<file path="config.mk">
export PLATFORM = sky130hd
export DESIGN_NAME = mulPipe
export DESIGN_NICKNAME = d
export VERILOG_FILES = /design/src/mduPkg.sv /design/src/mulPipe.sv
export VERILOG_INCLUDE_DIRS = /design/src
export SDC_FILE = /design/constraint.sdc
export NUM_CORES = 2
export LEC_CHECK = 0
export BUFFER_PORTS_ARGS = -buffer_cell sky130_fd_sc_hd__buf_2
export CELL_PAD_IN_SITES_DETAIL_PLACEMENT = 0
export CELL_PAD_IN_SITES_GLOBAL_PLACEMENT = 1
export CORE_ASPECT_RATIO = 0.8
export CORE_MARGIN = 1.5
export CORE_UTILIZATION = 56
export CTS_CLUSTER_SIZE = 8
export DETAILED_ROUTE_END_ITERATION = 10
export PLACE_DENSITY = 0.91
export SLEW_MARGIN = 20
export SYNTH_ARGS = -nofsm -noshare
export SYNTH_HDL_FRONTEND = slang
export SYNTH_SLANG_ARGS = --single-unit
export TNS_END_PERCENT = 5
</file>
<file path="constraint.sdc">
create_clock -name clk -period 15.1 [get_ports clk]
set_input_delay 2.265 -clock clk [delete_from_list [all_inputs] [get_ports clk]]
set_output_delay 2.265 -clock clk [all_outputs]
set_load 0.005 [all_outputs]
</file>
<file path="src/mdu_cfg.svh">
`ifndef MDU_CFG_SVH
`define MDU_CFG_SVH

// Datapath and register file
`define MDU_XLEN        32
`define MDU_PRF_COUNT   64
`define MDU_PRF_BITS    6
`define MDU_ROB_BITS    5

// Fixed unit latencies, in clock edges from the accepting edge
`define MDU_MUL_CYCLE   4
`define MDU_DIV_CYCLE   36

// Reservation window of the issue timelines
`define MDU_TIMELINE    40

`endif

</file>
<file path="src/mduPkg.sv">
`include "mdu_cfg.svh"

package mduPkg;

    typedef logic [`MDU_XLEN-1:0]     Word;
    typedef logic [`MDU_PRF_BITS-1:0] PrfNum;
    typedef logic [`MDU_ROB_BITS-1:0] RobId;

    typedef enum logic [3:0] {
        NOP_U,
        MULTHI_U,
        MULTLO_U,
        MULTUHI_U,
        MULTULO_U,
        DIVHI_U,
        DIVLO_U,
        DIVUHI_U,
        DIVULO_U
    } UopKind;

    typedef struct packed {
        logic   valid;
        UopKind uOP;
        PrfNum  src0;
        PrfNum  src1;
        PrfNum  dstPAddr;
        RobId   id;
    } UopBundle;

    typedef struct packed {
        Word rs0Data;
        Word rs1Data;
    } PrfReadData;

    typedef struct packed {
        logic  wen;
        PrfNum rd;
        Word   wdata;
    } PrfWrite;

    typedef struct packed {
        logic setFinish;
        RobId id;
    } RobFinish;

endpackage

</file>
<file path="src/mulPipe.sv">
`timescale 1ns/1ps
`include "mdu_cfg.svh"

module mulPipe import mduPkg::*; (
    input  logic                     clk,
    input  logic                     start,
    input  logic                     signedOp,
    input  Word                      a,
    input  Word                      b,
    output logic [2*`MDU_XLEN-1:0]   product
);

    localparam int Xlen   = `MDU_XLEN;
    localparam int Stages = `MDU_MUL_CYCLE + 1;

    logic signed [Xlen:0]     aExt;
    logic signed [Xlen:0]     bExt;
    logic signed [2*Xlen+1:0] full;
    logic [2*Xlen-1:0]        stage [Stages];

    // One extra bit makes the unsigned case a signed multiply too
    always_comb begin
        aExt = {signedOp & a[Xlen-1], a};
        bExt = {signedOp & b[Xlen-1], b};
        full = aExt * bExt;
    end

    // Stage 0 loads on the start edge, last stage is read the cycle after edge MUL_CYCLE
    always_ff @(posedge clk) begin
        stage[0] <= start ? full[2*Xlen-1:0] : '0;
        for (int i = 1; i < Stages; i++) begin
            stage[i] <= stage[i-1];
        end
    end

    assign product = stage[Stages-1];

endmodule

</file>
# Word-level counts from Yosys, hierarchy flattened
# Memory sizes are Yosys's and may differ from the RTL's.
# Index checks and enable logic that the tools add are counted.
# classes
multipliers,1
bitwise_logic,2
n_mux,1
# op_table
cell,count
multiplier 33 x 33 -> 64 bit,1
2-to-1 mux 64 bit,1
AND 1 bit,2
# totals
mem_count,1
ramBits,320
output_inout_bits,64
reg_bits,0
wordCells,5
inputBits,67
# mem_list
name,depth,word_bits,read_ports,rd_clocked_by_memory_dff,wr,line,rtl
stage,5,64,5,0,5,mulPipe.sv:19,logic [2*Xlen-1:0] stage [Stages];

# Depth between registers and ports, before layout
# depth
ltp_word,3
ltp_mapped,29
depth_no_buf,27

# Least setup slack after synthesis
# No wires, ideal clock.
# synth_timing
kind,input to register
start,input port signedOp
end,memory stage[0][57] in the netlist's numbering
arrival_time_ns,9.612
required_ns,14.985
n_path_buf,2
slack_ns,5.373
path_stages,25
setup_ns,0.115
path_cell_list,clkbuf_1 > clkbuf_1 > and3_1 > fa_1 > fa_1 > fa_1 > inv_1 > fa_1 > inv_1 > fa_1 > fa_1 > inv_1 > fa_1 > fa_1 > inv_1 > ha_1 > o21ai_0 > a21oi_1 > a221o_1 > a21oi_1 > o21a_1 > nand2_1 > a41oi_1 > xnor2_1 > and2_1
# synth_rtl
element,line,rtl
from (decl),mulPipe.sv:7,"input logic signedOp,"
to (decl),mulPipe.sv:19,

==> impl_metrics.yaml <==
cts:
  cts_hold_buf: 0
  cts_buffer_depth: 3
  root_buffer: "clkbuf_16"
  htreeDepth: 2
  clk_latency_ns: 0.52
  cts-buffers-inserted: 45
  post_cts_buffers: 0
  cts_resized: 0
  cts.sink_count: 320
  path_clk_slew_ns: 0.05
  cts_tree: "built"
floorplanning:
  die_height_um: 256
  fp.coreArea_um2: 79000
  dieArea_um2: 81600
  initial_core_util_pct: 56.7
  fp-row-count: 92
  die_x_um: 319
  io-pin-count: 131
timing:
  worst_clock_skew_ns: 0.0151
  rsz0062_at_grt: "false"
  fmax_ghz: 0.0927
  period_share_pct: 71.4
  hold_viol: 0
  slew_headroom_pct: 23.5
  worst-slew-pin-transition_ns: 1.15
  hold_ws_ns: 0.308
  report.final.slew_viol_count: 0
  fin_tns_setup_ns: 0
  fin_crit_ns: 10.79
  setup_viol: 0
detailed_routing:
  ant_nets: 0
  num_vias: 30300
  route.detailed.drc: 0
  wirelength_um: 119000
  vias_per_cell: 5.42
  post_drt_wl_per_cell_um: 21.3
  firstDrtPassIters: 5
  drt-initial-drc-count: 2499
global_routing:
  grt_usage_pct: 30.4
  grt_start_max_net_pins: 75
  grt_pass1_wl_um: 188000
  antenna_found_initial: 5
  grt_pass1_vias: 32700
  grt_overflow: 0
yosys:
  synthAdderAreaFrac_pct: 56.3
  syn_area_per_cell_um2: 9.81
  syn_nets: 5965
  synth_area_um2: 44700
  synth_compound_area_share_pct: 3.02
  ys_seq_area_share_pct: 14.3
  synthFlopType: "dfxtp_1"
  synth_xor_area_share_pct: 1.35
  synth_simple_gate_area_share_pct: 13.7
  synth_top_family_by_area: "adder cells"
  synth_cells: 4561
  synthMuxAreaShare_pct: 0.112
  synth_cell_types: 65
  yosys_warnings: 0
  synth_edf_count: 0
  async_reset_ff_share_pct: 0
  ys_seq_elements: 320
placement:
  gp_congestion: 0.928
  io_buffers: 130
  dp.cells: 5536
  post_dp_cell_area_um2: 46100
  dp_hpwl_um: 90100
worst_setup_path:
  endpoint_kind: "register"
  reg2regPathDepth: 0
  crit_required_ns: 15.53
  worstPathArrival_ns: 11.21
  slowest_delay_ns: 1.18
  crit_path_frequent_cell: "fa_1"
  critPathMaxFanout: 50
  crit_path_start_kind: "input port"
  worstSetupPathType: "input port to register"
  cpMaxStageDelayCell: "fa_1"
job:
  maxCapViolations: 0
final_layout:
  nets: 5953
  largest_register_ffs: 320
  area_delta_synth_final_pct: 5.67
  finalInstanceArea_um2: 47300
  reg.largest.list: "stage: 320 flops"
  top_register: "stage"
  drive_gt1_share_pct: 5.16
  fin_cells: 5588
worst_hold_path:
  worstHoldPathType: "register to register"
  hold_depth: 0
status:
  status: "finished clean"
## cell usage after synthesis (14+ instances only)
library cell  number  area, µm²
xnor2_1           49        429
nand4_1           17        106
and2_1           410       2560
a21o_1            31        233
xor2_1            20        175
fa_1            1125      22500
nor2_1            55        206
dfxtp_1          320       6410
nand3_1           17       85.1
a21oi_1           64        320
clkbuf_1         218        818
ha_1             212       2650
inv_1           1102       4140
o21ai_0           17       85.1
o21ai_1           14       70.1
and3_1            24        150
nand2_1          730       2740
## stage by stage
stage / setup slack [ns] / utilization [%]
floorplan: 5.37 / -
global placement: 3.90 / 58.4
detailed placement: 3.79 / 58.4
CTS: 4.33 / 59.9
global route: 3.78 / 59.9
finish: 4.31 / 59.9
## critical path: cells and delay by family
| kind | cells | cell delay, ns |
|---|---|---|
| adders and majority gates | 9 | 5.22 |
| and+or+nand+nor | 8 | 1.93 |
| buffers and inverters | 7 | 1.36 |
| AOI/OAI and AO/OA | 2 | 0.22 |
| xor gates and xnor gates | 1 | 0.15 |
## cells in the final DEF (no fill, tap or decap), drive strengths merged, types with 17 or more instances in the layout
| cell type | count |
|---|---|
| and3 | 24 |
| buf | 167 |
| a21oi | 66 |
| dfxtp | 320 |
| ha | 212 |
| inv | 1103 |
| o21ai | 33 |
| a21o | 31 |
| nor2 | 55 |
| xor2 | 20 |
| clkbuf | 45 |
| nand4 | 17 |
| and2 | 410 |
| nand2 | 730 |
| xnor2 | 49 |
| fa | 1125 |
| nand3 | 17 |
## metal layers
metal | up-vias | part of all wire (%) | global-route usage (%)
li1 | 13000 | - | -
met1 | 15400 | 42 | 43.3
met2 | 1716 | 41 | 42.8
met3 | 155 | 16 | 13.5
met4 | 4 | 1.9 | 6.47
met5 | - | 0.11 | 1.05
## cell families (layout without fill, tap and decap cells)
logic type,count (synthesis),in the layout
adder cells (fa/ha/maj),1337,1337
buffers and inverters,1328,1317
AND/OR/NAND/NOR,1300,1300
flip-flops,320,320
AO/OA/AOI/OAI,202,202
XOR/XNOR,69,69
multiplexers,5,5
other,0,4
## final cells by class
cell class / instances / area [µm²]
multi-input cells: 2913 / 33300
fillers: 6654 / 31700
flip-flops and latches: 320 / 6410
inverters: 1102 / 4140
well taps: 1034 / 1290
clock buffers: 45 / 1130
repair buffers: 167 / 931
clock inverters: 3 / 41.3
diodes: 4 / 10.0
## path summary, 6_finish.rpt
check                                          start                 endpoint  slack (ns)
worst max register to register  stage[1][13]$_DFF_P_     stage[2][13]$_DFF_P_       14.64
worst min register to register  stage[3][47]$_DFF_P_     stage[4][47]$_DFF_P_        0.31
worst max-delay path                           a[31]  stage[0][57]$_SDFF_PN0_        4.31
worst min-delay path            stage[3][47]$_DFF_P_     stage[4][47]$_DFF_P_        0.31
Power is not shown: default switching activity piles up to over one toggle a cycle in this logic, so the estimate is an artifact.
