**config.mk**
```make
export PLATFORM = sky130hd
export DESIGN_NAME = divIter
export DESIGN_NICKNAME = d
export VERILOG_FILES = /design/src/mduPkg.sv /design/src/divIter.sv
export VERILOG_INCLUDE_DIRS = /design/src
export SDC_FILE = /design/constraint.sdc
export NUM_CORES = 1
export LEC_CHECK = 0
export ABC_AREA = 1
export BUFFER_PORTS_ARGS = -buffer_cell sky130_fd_sc_hd__buf_4
export CAP_MARGIN = 10
export CORE_MARGIN = 2
export CORE_UTILIZATION = 50
export CTS_BUF_LIST = sky130_fd_sc_hd__clkbuf_4
export DETAILED_ROUTE_END_ITERATION = 12
export GPL_TIMING_DRIVEN = 0
export PLACE_DENSITY = 0.75
export SLEW_MARGIN = 0
export SYNTH_ARGS = -nofsm -noshare
export SYNTH_HDL_FRONTEND = slang
export SYNTH_SLANG_ARGS = --single-unit
```
**constraint.sdc**
```tcl
create_clock -name clk -period 3 [get_ports clk]
set_input_delay 0.6 -clock clk [delete_from_list [all_inputs] [get_ports clk]]
set_output_delay 0.6 -clock clk [all_outputs]
set_load 0.02 [all_outputs]
```
**src/mdu_cfg.svh**
```systemverilog
`ifndef MDU_CFG_SVH
`define MDU_CFG_SVH

// Datapath and register file
`define MDU_XLEN        32
`define MDU_PRF_COUNT   64
`define MDU_PRF_BITS    6
`define MDU_ROB_BITS    5

// Fixed unit latencies, in clock edges from the accepting edge
`define MDU_MUL_CYCLE   4
`define MDU_DIV_CYCLE   36

// Reservation window of the issue timelines
`define MDU_TIMELINE    40

`endif

```
**src/mduPkg.sv**
```systemverilog
`include "mdu_cfg.svh"

package mduPkg;

    typedef logic [`MDU_XLEN-1:0]     Word;
    typedef logic [`MDU_PRF_BITS-1:0] PrfNum;
    typedef logic [`MDU_ROB_BITS-1:0] RobId;

    typedef enum logic [3:0] {
        NOP_U,
        MULTHI_U,
        MULTLO_U,
        MULTUHI_U,
        MULTULO_U,
        DIVHI_U,
        DIVLO_U,
        DIVUHI_U,
        DIVULO_U
    } UopKind;

    typedef struct packed {
        logic   valid;
        UopKind uOP;
        PrfNum  src0;
        PrfNum  src1;
        PrfNum  dstPAddr;
        RobId   id;
    } UopBundle;

    typedef struct packed {
        Word rs0Data;
        Word rs1Data;
    } PrfReadData;

    typedef struct packed {
        logic  wen;
        PrfNum rd;
        Word   wdata;
    } PrfWrite;

    typedef struct packed {
        logic setFinish;
        RobId id;
    } RobFinish;

endpackage

```
**src/divIter.sv**
```systemverilog
`timescale 1ns/1ps
`include "mdu_cfg.svh"

module divIter import mduPkg::*; (
    input  logic clk,
    input  logic rst,
    input  logic start,
    input  logic signedOp,
    input  Word  dividend,
    input  Word  divisor,
    output Word  quotient,
    output Word  remainder
);

    localparam int Xlen    = `MDU_XLEN;
    localparam int CntBits = $clog2(`MDU_DIV_CYCLE + 1);

    // Last restoring step happens on the edge where the count reads this
    localparam logic [CntBits-1:0] RunLast = CntBits'(Xlen + 1);
    localparam logic [CntBits-1:0] Done    = CntBits'(`MDU_DIV_CYCLE);

    typedef enum logic [1:0] {idle, prep, run, fix} DivState;

    DivState            state;
    logic [CntBits-1:0] cnt;
    logic               isSigned;
    logic               negQ;
    logic               negR;
    logic               dvsZero;
    Word                dvdRaw;
    Word                dvsRaw;
    Word                dvsAbs;
    Word                quo;
    Word                rem;
    logic [Xlen:0]      shifted;
    logic [Xlen+1:0]    diff;

    // One restoring step
    always_comb begin
        shifted = {rem, quo[Xlen-1]};
        diff    = {1'b0, shifted} - {2'b00, dvsAbs};
    end

    //////////////////////////////////////////////////////////////////////
    // Control
    //////////////////////////////////////////////////////////////////////

    always_ff @(posedge clk) begin
        if (rst) begin
            state <= idle;
            cnt   <= '0;
        end else begin
            case (state)
                idle: begin
                    if (start) begin
                        state <= prep;
                        cnt   <= CntBits'(1);
                    end
                end
                prep: begin
                    state <= run;
                    cnt   <= cnt + 1'b1;
                end
                run: begin
                    cnt <= cnt + 1'b1;
                    if (cnt == RunLast) begin
                        state <= fix;
                    end
                end
                fix: begin
                    // Pad out to the fixed latency
                    if (cnt == Done) begin
                        state <= idle;
                    end else begin
                        cnt <= cnt + 1'b1;
                    end
                end
                default: state <= idle;
            endcase
        end
    end

    //////////////////////////////////////////////////////////////////////
    // Datapath
    //////////////////////////////////////////////////////////////////////

    always_ff @(posedge clk) begin
        case (state)
            idle: begin
                if (start) begin
                    dvdRaw   <= dividend;
                    dvsRaw   <= divisor;
                    isSigned <= signedOp;
                end
            end
            prep: begin
                negQ    <= isSigned & (dvdRaw[Xlen-1] ^ dvsRaw[Xlen-1]);
                negR    <= isSigned & dvdRaw[Xlen-1];
                dvsZero <= (dvsRaw == '0);
                quo     <= (isSigned && dvdRaw[Xlen-1]) ? -dvdRaw : dvdRaw;
                dvsAbs  <= (isSigned && dvsRaw[Xlen-1]) ? -dvsRaw : dvsRaw;
                rem     <= '0;
            end
            run: begin
                quo <= {quo[Xlen-2:0], ~diff[Xlen+1]};
                rem <= diff[Xlen+1] ? shifted[Xlen-1:0] : diff[Xlen-1:0];
            end
            fix: begin
                if (cnt == Done) begin
                    // Divide by zero gives all ones and the dividend back
                    if (dvsZero) begin
                        quotient  <= '1;
                        remainder <= dvdRaw;
                    end else begin
                        quotient  <= negQ ? -quo : quo;
                        remainder <= negR ? -rem : rem;
                    end
                end
            end
            default: ;
        endcase
    end

endmodule

```
Word-level counts from Yosys, hierarchy flattened
Index checks and enable logic that the tools add are counted.
{"block": "totals", "regBits": 236, "inputBits": 68, "output_inout_bits": 64, "word_cells": 57}
{"block": "classes", "addsub": 6, "n_eq_ne": 9, "muxes": 15, "bitwise_logic": 4, "n_reduce_logical": 10}
{"op": "$mux 32", "n": 6}
{"op": "$neg 32->32", "n": 4}
{"op": "$pmux 32 s2", "n": 2}
{"op": "$sub 33x32->34", "n": 1}
{"op": "$logic_not 32->1", "n": 1}
{"op": "$pmux 6 s3", "n": 1}
{"op": "$eq 6x6->1 const B", "n": 2}
{"op": "$mux 6", "n": 2}
{"op": "$ne 2x2->1 const B", "n": 4}
{"op": "$pmux 2 s4", "n": 1}
{"op": "$add 6x1->6 const B", "n": 1}
{"op": "$mux 2", "n": 3}
{"op": "$reduce_and 2->1", "n": 3}
{"op": "$eq 2x2->1 const B", "n": 2}
{"op": "$reduce_and 3->1", "n": 1}
{"op": "$and 1x1->1", "n": 2}
{"op": "$eq 2x1->1 const B", "n": 1}
{"op": "$logic_and 1x1->1", "n": 2}
{"op": "$logic_not 2->1", "n": 1}
{"op": "$reduce_bool 2->1", "n": 1}
{"op": "$reduce_or 2->1", "n": 1}
{"op": "$not 1->1", "n": 1}
{"op": "$xor 1x1->1", "n": 1}

Longest topological paths before layout
Gate-level depths: netlist (run 1).
{"block": "logic_depth", "word_depth": 3, "depth_mapped": 16}

Worst setup path before layout (run 1)
Ideal clock, no wire load.
{"block": "synth_path", "kind": "reg-to-reg", "from": "reg state[0]", "to": "reg state[1]", "setup_ns": 0.075, "arrival_ns": 2.372, "path_slack_ns": 0.554, "stages_incl_launch_ff": 5, "period_less_slack_ns": 2.446, "path_cell_list": "dfxtp_1 inv_1 ha_1 o21ai_0 a21oi_1"}
{"block": "synth_between", "elab_chain_cells": 3, "word_cells_on_any_way": 9, "classes_between": "eq/ne: 6; mux: 1; reduce/logical: 2"}
{"element": "from (decl)", "line": "divIter.sv:24", "text": "DivState state;"}
{"element": "from (signal assigned)", "line": "divIter.sv:50", "text": "state <= idle;"}
{"element": "from (signal assigned)", "line": "divIter.sv:56", "text": "state <= prep;"}
{"element": "from (signal assigned)", "line": "divIter.sv:61", "text": "state <= run;"}
{"element": "$eq 2x2->1 or $logic_not 2->1 (tied branches)", "line": "divIter.sv:53", "text": "case (state)"}
{"element": "$ne 2x2->1 (no line)"}
{"element": "$reduce_and 3->1 (no line)"}
Several ways; a longest one is shown, not always the timed one.
A chain may end at the register's enable or synchronous reset.

Final worst setup path (run 1)
{"block": "layout_path", "from": "reg state[0]", "to": "reg quo[15] (data pin)"}
{"block": "layout_between", "elab_chain_cells": 2, "word_cells_on_any_way": 3, "classes_between": "eq/ne: 2; mux: 1"}
{"element": "$eq 2x2->1 or $eq 2x1->1 (tied branches)", "line": "divIter.sv:88", "text": "case (state)"}
{"element": "$pmux 32 s2 *", "line": "divIter.sv:88"}
{"element": "to (signal assigned)", "line": "divIter.sv:100", "text": "quo <= (isSigned && dvdRaw[Xlen-1]) ? -dvdRaw : dvdRaw;"}
{"element": "to (signal assigned)", "line": "divIter.sv:105", "text": "quo <= {quo[Xlen-2:0], ~diff[Xlen+1]};"}
{"element": "to (decl)", "line": "divIter.sv:33", "text": "Word quo;"}
Mark *: on every way between the ends. The rest lies on a longest branch, timed or not.

==> summary.md, run 1 <==
| Metric | Value |
|---|---|
| FF-to-FF path depth | 9 |
| HPWL Detailed | 33300 um |
| CP required | 3.46 ns |
| Most common cell after layout, fill and taps aside | nand2_1 |
| Number of hold buffers added after CTS | 0 |
| Synth warn | 0 |
| Post-CTS setup buffer count | 0 |
| Drt initial violations | 1591 |
| Clock-pin slew on the worst setup and hold paths | roughly 0.070 ns |
| Die Area | slightly above 30000 um^2 |
| WP buf/inv | 5 |
| Slew Limit Fails | 0 |
| Family with the most delay on the worst path | buffers and inverters |
| Core Area | roughly 29000 um^2 |
| Cell chain of the critical path | inv_1, ha_1, clkbuf_2, inv_1, clkbuf_1, clkbuf_1, o21ai_0, a21oi_1, nor2_1 |
| Initial Util | between 50 and 60% |
| Setup slack after layout | about 0.35 ns |
| Hold Vio Cnt, Final | 0 |
| IO Pins | between 100 and 150 |
| Cells after synthesis | 1892 |
| Chip height | approximately 180 um |
| Layout cells sized above 1 | around an eighth |
| Static Leakage | about 7.8 nW |
| Worst Setup Path Type | reg -> reg |
| Synthesized net count | 2005 |
| Initial DRT Pass Iterations | 8 |
| Hold path cells | 1 |
| First-pass GRT wire length | approximately 67000 um |
| Arrival time at the worst endpoint | approximately 3.1 ns |
| Htree depth | 2 |
| Gr ovfl total | 0 |
| Largest net degree at the start of global routing | 66 |
| Sink Count | between 200 and 250 |
| Synth Register Bits | between 200 and 250 |
| Outcome | complete, no violations |
| Num CTS Buffers | 61 |
| Total chip power | 17.4 mW |
| Total GRT Usage | between 20% and 30% |
| Via Count | ~14000 |
| Unique masters post-synth | 46 |
| Sequential cell area fraction in the yosys report | approximately 47% |
| Routed WL per cell | around 17 um |
| Syn avg cell area | between 7 and 8 um^2 |
| Critical Path Stages | 9 |
| MaxCap Viol Count | 0 |
| Via density | 5.42 |
| Min cycle time layout | around 2.7 ns |
| Worst Setup Start Kind | flop |
| Vias in the first global route | 12600 |
| Period utilization | about nine tenths |
| Synthesis-to-finish area growth | 15.6% |
| DRC | 0 |
| Clk Latency, worst-skew pair | approximately 0.7 ns |
| Routed wire length | about 43000 um |
| Worst-margin pin slew | 0.947 ns |
| Critical Path Max Stage Delay | about 0.51 ns |
| Fillers | ~2700 |
| Fin nets | approximately 2200 |
| Number of synthesized flops with an enable pin | about 230 |
| Clk_skew | approximately 0.030 ns |
| Placed cell count | approximately 2400 |
| Synth async-reset ratio | 0% |
| Hold crit path type | in -> reg |
| Finished Core Util | roughly three fifths |
| Hold slack | roughly 0.067 ns |
| Non-filler cells, final | around 2500 |
| FP Rows | 62 |
| CTS resizes | 0 |
| Crit path max fanout | 10 |
| Worst rel slew slack | a little under two fifths |
| CTS tree | yes |
| Post-Syn Area | 14800 um^2 |
| Root Buffer | clkbuf_4 |
| RSZ-0062 raised after global routing | no |
| Pwr per Cell Area | approximately 1000 nW/um^2 |
| Port bufs | between 100 and 150 |
| Dpl ws | ~0.38 ns |
| Clock buffer depth | 3 |
| Crit-path slowest cell | clkbuf_1 |
| Setup violators final | 0 |
| Most frequent cells in the layout | nand2_1 (579), inv_1 (272), edfxtp_1 (228) |
| Final ANT Viol Nets | 0 |
| Top FF cell, synth | edfxtp_1 |
| Maximum clock rate | ~380 MHz |
| Antenna violations before repair | 1 |
| VDD IR-drop max | 866 uV |
| Chip Width | around 180 um |
| Routability congestion estimate | about 0.96 |
| Kind of end point of the critical path | flop |
==> through the flow <==
step	TNS [ns]	cell area [um^2]
5_1_grt	0	17100
2_1_floorplan	0	14800
6_report	0	17100
4_1_cts	0	17100
3_3_place_gp	-10.83	16200
3_5_place_dp	0	16300
==> per-layer routing <==
| layer | global-route usage [%] | wire (um) |
|---|---|---|
| met5 | 0 | 0 |
| met1 | 39.9 | 18800 |
| met3 | 5.13 | 4370 |
| met4 | 8.64 | 1210 |
| met2 | 42.5 | 18300 |
==> where the power goes <==
group	leakage (nW)	switching, mW	internal [mW]	total [mW]
combinational	5.15	5.84	2.66	8.50
clock	0.444	1.30	1.42	2.72
sequential	2.20	1.09	5.10	6.19
total	7.80	8.23	9.18	17.4
==> state kept, by name, summed over array words and instances, names as in the netlist <==
signal     cells
dvdRaw        32
remainder     32
quotient      32
rem           32
dvsRaw        32
cnt            6
negR           1
negQ           1
state          2
isSigned       1
dvsZero        1
dvsAbs        32
quo           32
==> synthesized netlist by cell type, types with 3 or more instances <==
library cell  number  share of area, %
nand3_1          167               5.7
edfxtp_1         228                46
o21ai_0          109               3.7
nand3b_1           3              0.15
nor3_1            29              0.98
nand2_4            3              0.23
nor2_1           174               4.4
inv_1            274               7.0
o21ai_1            3              0.10
buf_6              3              0.23
nand4_1           26               1.1
nand2_2            7              0.30
nor2_2             5              0.21
xnor2_1            9              0.53
and2_1            10              0.42
dfxtp_1            8               1.1
xor2_1            40               2.4
or2_2              7              0.30
and3_1             3              0.13
a211oi_1           3              0.15
clkbuf_1          31              0.79
nand2_1          579                15
a21oi_1           70               2.4
nor2_4             4              0.30
o211ai_1          15              0.76
o31ai_1            6              0.30
nor3b_1            3              0.15
ha_1              44               3.7
inv_2              7              0.18
==> worst paths after layout <==
kind	startpoint	to	slack (ns)
worst max-delay path	state[0]	quo[15]	0.35
worst min-delay path	dividend[7]	dvdRaw[7]	0.07
worst max register to register	state[0]	quo[15]	0.35
worst min register to register	dvsRaw[0]	dvsAbs[0]	0.48
==> cell type report <==
class	count	area (um^2)	share of cell area, %
antenna	2	5.00	0.0293
buffer	39	183	1.07
sequential	236	7010	41.1
inverter	284	1070	6.25
tap	384	480	2.82
multi-input combinational	1333	6530	38.2
clock buffer	88	661	3.87
timing repair buffer	134	1050	6.16
clock inverter	15	88.8	0.520
==> cells by family after synthesis <==
family                     after synthesis  synth area share [%]
AOI/OAI and AO/OA                      214                  7.87
xor gates and xnor gates                49                  2.91
adders and majority gates               45                  3.86
buffers and inverters                  323                  8.46
DFF                                    236                  47.4
and+or+nand+nor                       1025                  29.5
No activity file was read; power rests on OpenSTA's default activity.
==> run 2: changes to the inputs <==
--- a/config.mk
+++ b/config.mk
@@ -13,7 +13,6 @@
 export CORE_UTILIZATION = 50
 export CTS_BUF_LIST = sky130_fd_sc_hd__clkbuf_4
 export DETAILED_ROUTE_END_ITERATION = 12
-export GPL_TIMING_DRIVEN = 0
 export PLACE_DENSITY = 0.75
 export SLEW_MARGIN = 0
 export SYNTH_ARGS = -nofsm -noshare
==> summary.md, run 2 (same netlist as run 1, synthesis figures left out) <==
| Metric | Value |
|---|---|
| Finished Core Util | 59.4% |
| Num CTS Buffers | 67 |
| Kind of end point of the critical path | flop |
| Setup violators final | 0 |
| Int Power | roughly 9.4 mW |
| Final ANT Viol Nets | 0 |
| Port bufs | ~130 |
| VDD IR-drop max | roughly 1500 uV |
| MaxCap Viol Count | 0 |
| Hold Vio Cnt, Final | 0 |
| Arrival time at the worst endpoint | 3.09 ns |
| Initial Util | between 50% and 60% |
| Layout cells sized above 1 | 14.2% |
| IO Pins | about 130 |
| Routability congestion estimate | 1.00 |
| Post-CTS setup buffer count | 0 |
| Clock-pin slew on the worst setup and hold paths | 0.06 ns |
| Crit path max fanout | 33 |
| R2r endpoint | rem[8] |
| Slew Limit Fails | 0 |
| Setup crit end | rem[8] |
| Part of the power in registers | around a third |
| Clk_skew | between 0.04 and 0.05 ns |
| Total chip power | approximately 18 mW |
| Clk Latency, worst-skew pair | approximately 0.7 ns |
| Routed WL per cell | 16.9 um |
| FP Rows | 62 |
| Sequential Area | 7010 um^2 |
| Outcome | complete, no violations |
| Via density | 5.36 |
| Via Count | 13400 |
| First-pass GRT wire length | approximately 66000 um |
| Pwr per Cell Area | ~1000 nW/um^2 |
| CP required | between 3 and 4 ns |
| Antenna violations before repair | 1 |
| Family with the most delay on the worst path | simple AND/OR/NAND/NOR gates |
| Clock buffer depth | 3 |
| Multi-input logic area | about 6500 um^2 |
| Fin nets | 2188 |
| WP buf/inv | 2 |
| Root Buffer | clkbuf_4 |
| Fillers | approximately 2600 |
| Htree depth | 3 |
| Synthesis-to-finish area growth | 16.0% |
| Switching power | 8.35 mW |
| Worst-margin pin slew | between 0.8 and 0.9 ns |
| Sw Ratio | 47.1% |
| Crit-path slowest cell | edfxtp_1 |
| CP most frequent cell | nand2_1 |
| Largest net degree at the start of global routing | 66 |
| Core Area | around 29000 um^2 |
| Maximum clock rate | 376 MHz |
| Gr ovfl total | 0 |
| Period utilization | between 80 and 90% |
| Drt initial violations | ~1700 |
| Chip height | between 150 and 200 um |
| Hold crit path type | in -> reg |
| Chip Width | between 150 and 200 um |
| CTS tree | yes |
| Worst rel slew slack | 42.9% |
| HPWL Detailed | roughly 32000 um |
| Critical Path Max Stage Delay | ~0.53 ns |
| Vias in the first global route | around 12000 |
| Die Area | about 31000 um^2 |
| Most frequent cells in the layout | nand2_1 (579), inv_1 (272), edfxtp_1 (228) |
| Static Leakage | just under 8 nW |
| Post-route setup TNS | 0 ns |
| DRC | 0 |
| Dpl ws | between 0.3 and 0.4 ns |
| Most common cell after layout, fill and taps aside | nand2_1 |
| Initial DRT Pass Iterations | 6 |
| Critical Path Stages | 13 |
| FF-to-FF path depth | 13 |
| Routed wire length | 42200 um |
| CTS resizes | 0 |
| Setup slack after layout | about 0.34 ns |
| Number of hold buffers added after CTS | 0 |
| Worst Setup SP | rem[14] |
| Total GRT Usage | 27.5% |
| Cell chain of the critical path | ha_1, nand2_1, nor2_1, nand2_1, nand2_1, clkinv_2, nand2_4, nand2_4, nand2_4, nor2_4, buf_12, nand2_1, nand2_1 |
| Worst Setup Start Kind | flop |
| Reg-to-reg slack, setup | 0.34 ns |
| Clk pwr share | between 10% and 20% |
| Crit Reg-Reg Startpoint | rem[14] |
| Worst Setup Path Type | reg -> reg |
| Comb power frac | between 40% and 50% |
| Min cycle time layout | approximately 2.7 ns |
| RSZ-0062 raised after global routing | no |
| Sink Count | ~240 |
-- run 2: cell count changes in the layout (fill, tap and decap cells not counted), sizes merged --
cell,before,now
buf,141,153
clkbuf,120,93
clkinvlp,1,3
diode,2,1
clkinv,16,18
bufinv,1,2
inv,281,283
-- run 2: final cells by class --
class                   instances  area share (%)
clock buffers                  93            4.08
clock inverters                22           0.884
well taps                     384            2.80
inverters                     284            6.23
multi-input cells            1333            38.0
flip-flops and latches        236            40.9
diodes                          1          0.0146
repair buffers                153            7.07
-- run 2: how the worst min path moves through the flow --
stage / from / end / slack, ns / depth (start not counted)
final: divisor[12] / dvsRaw[12] / 0.08 / 1
after global routing: dividend[23] / dvdRaw[23] / 0.04 / 1
after CTS: divisor[24] / dvsRaw[24] / 0.04 / 1
after detailed placement: dvsRaw[0] / dvsAbs[0] / 0.45 / 0
after global placement: dvsRaw[0] / dvsAbs[0] / 0.45 / 0
after floorplan: dvsRaw[0] / dvsAbs[0] / 0.43 / 0
-- run 2: power by group through the flow --
stage / Combinational, mW / Clock (mW) / Sequential [mW]
2_1_floorplan: 6.10 / 0 / 5.73
3_3_place_gp: 8.46 / 0 / 6.05
3_5_place_dp: 8.50 / 0 / 6.08
4_1_cts: 8.56 / 3.08 / 6.03
5_1_grt: 9.71 / 3.25 / 6.16
6_report: 8.66 / 3.01 / 6.07
-- run 2: metrics by stage --
step,cell area [um^2],instances,hold slack [ns]
after floorplan,14800,1892,0.426
after global placement,16300,2390,0.447
after detailed placement,16300,2390,0.449
after CTS,17100,2505,0.0396
after global routing,17100,2506,0.0384
final,17100,2506,0.0834
-- run 2: metal layers --
layer / vias up / GRT usage [%] / wire length (um)
li1: 6591 / - / -
met3: 100 / 4.91 / 3700
met5: - / 0 / 13
met2: 633 / 43.6 / 19100
met1: 6111 / 38.4 / 18300
met4: 2 / 8.99 / 1130
==> run 3: changes to the inputs <==
--- a/config.mk
+++ b/config.mk
@@ -6,9 +6,8 @@
 export SDC_FILE = /design/constraint.sdc
 export NUM_CORES = 1
 export LEC_CHECK = 0
-export ABC_AREA = 1
 export BUFFER_PORTS_ARGS = -buffer_cell sky130_fd_sc_hd__buf_4
-export CAP_MARGIN = 10
+export CAP_MARGIN = 20
 export CORE_MARGIN = 2
 export CORE_UTILIZATION = 50
 export CTS_BUF_LIST = sky130_fd_sc_hd__clkbuf_4
==> constraint.sdc (replaced) <==
create_clock -name clk -period 3 [get_ports clk]
set_input_delay 0.6 -clock clk [delete_from_list [all_inputs] [get_ports clk]]
set_output_delay 0.6 -clock clk [all_outputs]
set_load 0.1 [all_outputs]
==> summary.md, run 3 <==
| Metric | Value |
|---|---|
| Worst Setup Start Kind | flop |
| Worst Setup Path Type | reg -> reg |
| First-pass GRT wire length | ~47000 um |
| Largest net degree at the start of global routing | 65 |
| IO Pins | between 100 and 150 |
| Hold crit path type | in -> reg |
| DRC | 0 |
| Via Count | between 10000 and 15000 |
| CP required | approximately 3.4 ns |
| Layout cells sized above 1 | between 20% and 30% |
| Finished Core Util | between 60% and 70% |
| Chip height | approximately 170 um |
| Reg-to-reg slack, setup | -0.38 ns |
| Multiplexer area fraction after synthesis | 2.71% |
| FF-to-FF path depth | 11 |
| Top post-synthesis cells by count | edfxtp_1 (228), nand2_1 (144), o21ai_0 (89) |
| Synth top area share | between 50% and 60% |
| VDD IR-drop max | 653 uV |
| Slew Limit Fails | 0 |
| Routed WL per cell | between 15 and 20 um |
| Sw Ratio | roughly two fifths |
| Static Leakage | between 6 and 7 nW |
| Synthesized net count | about 1300 |
| Via density | 5.41 |
| Clk pwr share | ~15% |
| Synthesis-to-finish area growth | 28.7% |
| Hold Vio Cnt, Final | 0 |
| Drt initial violations | 804 |
| Num CTS Buffers | 60 |
| Initial DRT Pass Iterations | 5 |
| Root Buffer | clkbuf_4 |
| Fillers | slightly below 2000 |
| Cells after synthesis | 1177 |
| Port bufs | between 100 and 150 |
| Synth Register Bits | 236 |
| Sequential cell area fraction in the yosys report | between 50% and 60% |
| Number of hold buffers added after CTS | 0 |
| Setup crit end | quotient[26] |
| Main combinational cell family by area after synthesis | simple AND/OR/NAND/NOR gates |
| Setup slack after layout | -0.380 ns |
| Unique masters post-synth | 70 |
| Failing checks | negative setup slack |
| Outcome | finished with violations |
| HPWL Detailed | between 20000 and 25000 um |
| Post-route setup TNS | -4.75 ns |
| Vias in the first global route | between 9000 and 10000 |
| Switching power | between 7 and 8 mW |
| Worst-margin pin slew | 0.998 ns |
| Adder-cell share of the synthesized area | between 4 and 5% |
| Most frequent cells in the layout | buf_4 (263), edfxtp_1 (228), nand2_1 (141) |
| Fin nets | around 1600 |
| Total GRT Usage | a little over a fifth |
| Most common cell after layout, fill and taps aside | buf_4 |
| MaxCap Viol Count | 0 |
| Worst Setup SP | quo[0] |
| Clock-pin slew on the worst setup and hold paths | ~0.070 ns |
| R2r endpoint | quotient[26] |
| Setup violators final | 38 |
| Gr ovfl total | 0 |
| Worst rel slew slack | approximately 33% |
| Int Power | between 10 and 15 mW |
| Post-Synth XOR/XNOR Area | under 10% |
| Area contributors post-synth | edfxtp_1 (53%), xor2_1 (5.8%), ha_1 (4.2%) |
| Die Area | 27200 um^2 |
| Syn avg cell area | approximately 11 um^2 |
| Maximum clock rate | around 300 MHz |
| Core Area | between 20000 and 30000 um^2 |
| Arrival time at the worst endpoint | around 3.8 ns |
| Part of the power in registers | 31.7% |
| Top FF cell, synth | edfxtp_1 |
| CTS tree | yes |
| Antenna violations before repair | 1 |
| Sink Count | ~240 |
| Pwr per Cell Area | ~1100 nW/um^2 |
| Post-Syn Area | roughly 13000 um^2 |
| Period utilization | 113% |
| Crit Reg-Reg Startpoint | quo[0] |
| Comb power frac | between 50% and 60% |
| Clock buffer depth | 3 |
| Min cycle time layout | between 3 and 4 ns |
| FP Rows | 58 |
| Area leader, netlist | edfxtp_1 |
| Clk Latency, worst-skew pair | 0.70 ns |
| Routability congestion estimate | approximately 0.90 |
| Synth async-reset ratio | 0% |
| Initial Util | between 50 and 60% |
| Final ANT Viol Nets | 0 |
| Routed wire length | roughly 30000 um |
| Kind of end point of the critical path | flop |
| Crit path max fanout | 4 |
| Clk_skew | ~0.042 ns |
| Number of synthesized flops with an enable pin | about 230 |
| Htree depth | 2 |
| Synth warn | 0 |
| Post-synthesis compound-gate area fraction | between 10% and 20% |
| Simple logic cell fraction of the synthesized area | between 10% and 20% |
| Chip Width | 165 um |
| RSZ-0062 raised after global routing | yes |
| Most frequent cell after synthesis | edfxtp_1 |
-- run 3: cell count changes after synthesis, sizes merged, moves of 19 or more --
cell,change
nor2b,+35
mux2i,+34
nand2,-445
nand4,-21
o41ai,+19
a21oi,-20
xor2,+46
nor2,-129
inv,-222
xnor2,+51
nand3,-147
-- run 3: timing repair --
| action | in CTS | in global routing |
|---|---|---|
| gates resized for setup | 35 | 59 |
| gates cloned | 5 | 0 |
| pin swaps | 21 | 21 |
| setup buffers | 15 | 10 |
| setup endpoints to repair | 39 | 57 |
-- run 3: area by class of cell --
class | count | area (um^2) | area share (%)
Clock buffer | 74 | 556 | 3.33
Tap cell | 330 | 413 | 2.47
Timing Repair Buffer | 277 | 2200 | 13.2
Inverter | 60 | 225 | 1.35
Antenna cell | 1 | 2.50 | 0.0150
Multi-Input combinational cell | 839 | 6020 | 36.1
Clock inverter | 38 | 270 | 1.62
Sequential cell | 236 | 7010 | 42.0
-- run 3: worst min path at each step --
stage                       from         end  slack, ns  cells after the start
floorplan                 cnt[5]      cnt[5]       0.47                      2
global placement          cnt[5]      cnt[5]       0.49                      2
finish               dividend[5]   dvdRaw[5]       0.08                      1
global route        dividend[27]  dvdRaw[27]       0.02                      1
CTS                  dividend[8]   dvdRaw[8]       0.03                      1
detailed placement        cnt[5]      cnt[5]       0.52                      2
-- run 3: cell families (layout without fill, tap and decap cells) --
kind of cell | count (synthesis) | in the layout
AO/OA/AOI/OAI | 264 | 264
XOR/XNOR | 146 | 146
adder cells (fa/ha/maj) | 45 | 45
buffers and inverters | 102 | 449
flip-flops | 236 | 236
multiplexers | 35 | 35
other | 0 | 1
AND/OR/NAND/NOR | 349 | 349
-- run 3: critical path, stage by stage (launching register included) --
cell	delay (ns)
edfxtp_1	0.41
inv_2	0.10
ha_4	0.14
or3b_4	0.38
or4_4	0.43
nand2b_4	0.16
or2_4	0.24
or3_4	0.37
or3_4	0.39
o41ai_4	0.23
xor2_1	0.18
nand2_1	0.06
-- run 3: power by group through the flow --
| stage | logic (mW) | clock network (mW) | registers (mW) |
|---|---|---|---|
| finish | 9.93 | 2.90 | 5.95 |
| global route | 10.8 | 3.13 | 6.06 |
| CTS | 9.66 | 2.96 | 5.90 |
| detailed placement | 8.39 | 0 | 5.94 |
| global placement | 8.11 | 0 | 5.91 |
| floorplan | 5.66 | 0 | 5.90 |
-- run 3: through the flow --
step                setup WS (ns)  hold slack (ns)  cell area (um^2)  cells  power, mW
global route               -0.477           0.0249             16700   1855       20.0
finish                     -0.380           0.0784             16700   1855       18.8
global placement           -0.279            0.490             15200   1719       14.0
floorplan                  -0.258            0.471             13000   1177       11.6
detailed placement         -0.351            0.524             15200   1719       14.3
CTS                        -0.346           0.0258             16500   1851       18.5
-- run 3: layer usage --
metal / track usage, % / share of wire, % / up-vias / wire length [um]
li1: - / - / 4935 / -
met1: 28.4 / 42 / 4701 / 12500
met5: 0 / 0 / - / 0
met4: 6.92 / 1.8 / 0 / 545
met2: 36.4 / 49 / 349 / 14500
met3: 3.67 / 7.3 / 47 / 2170
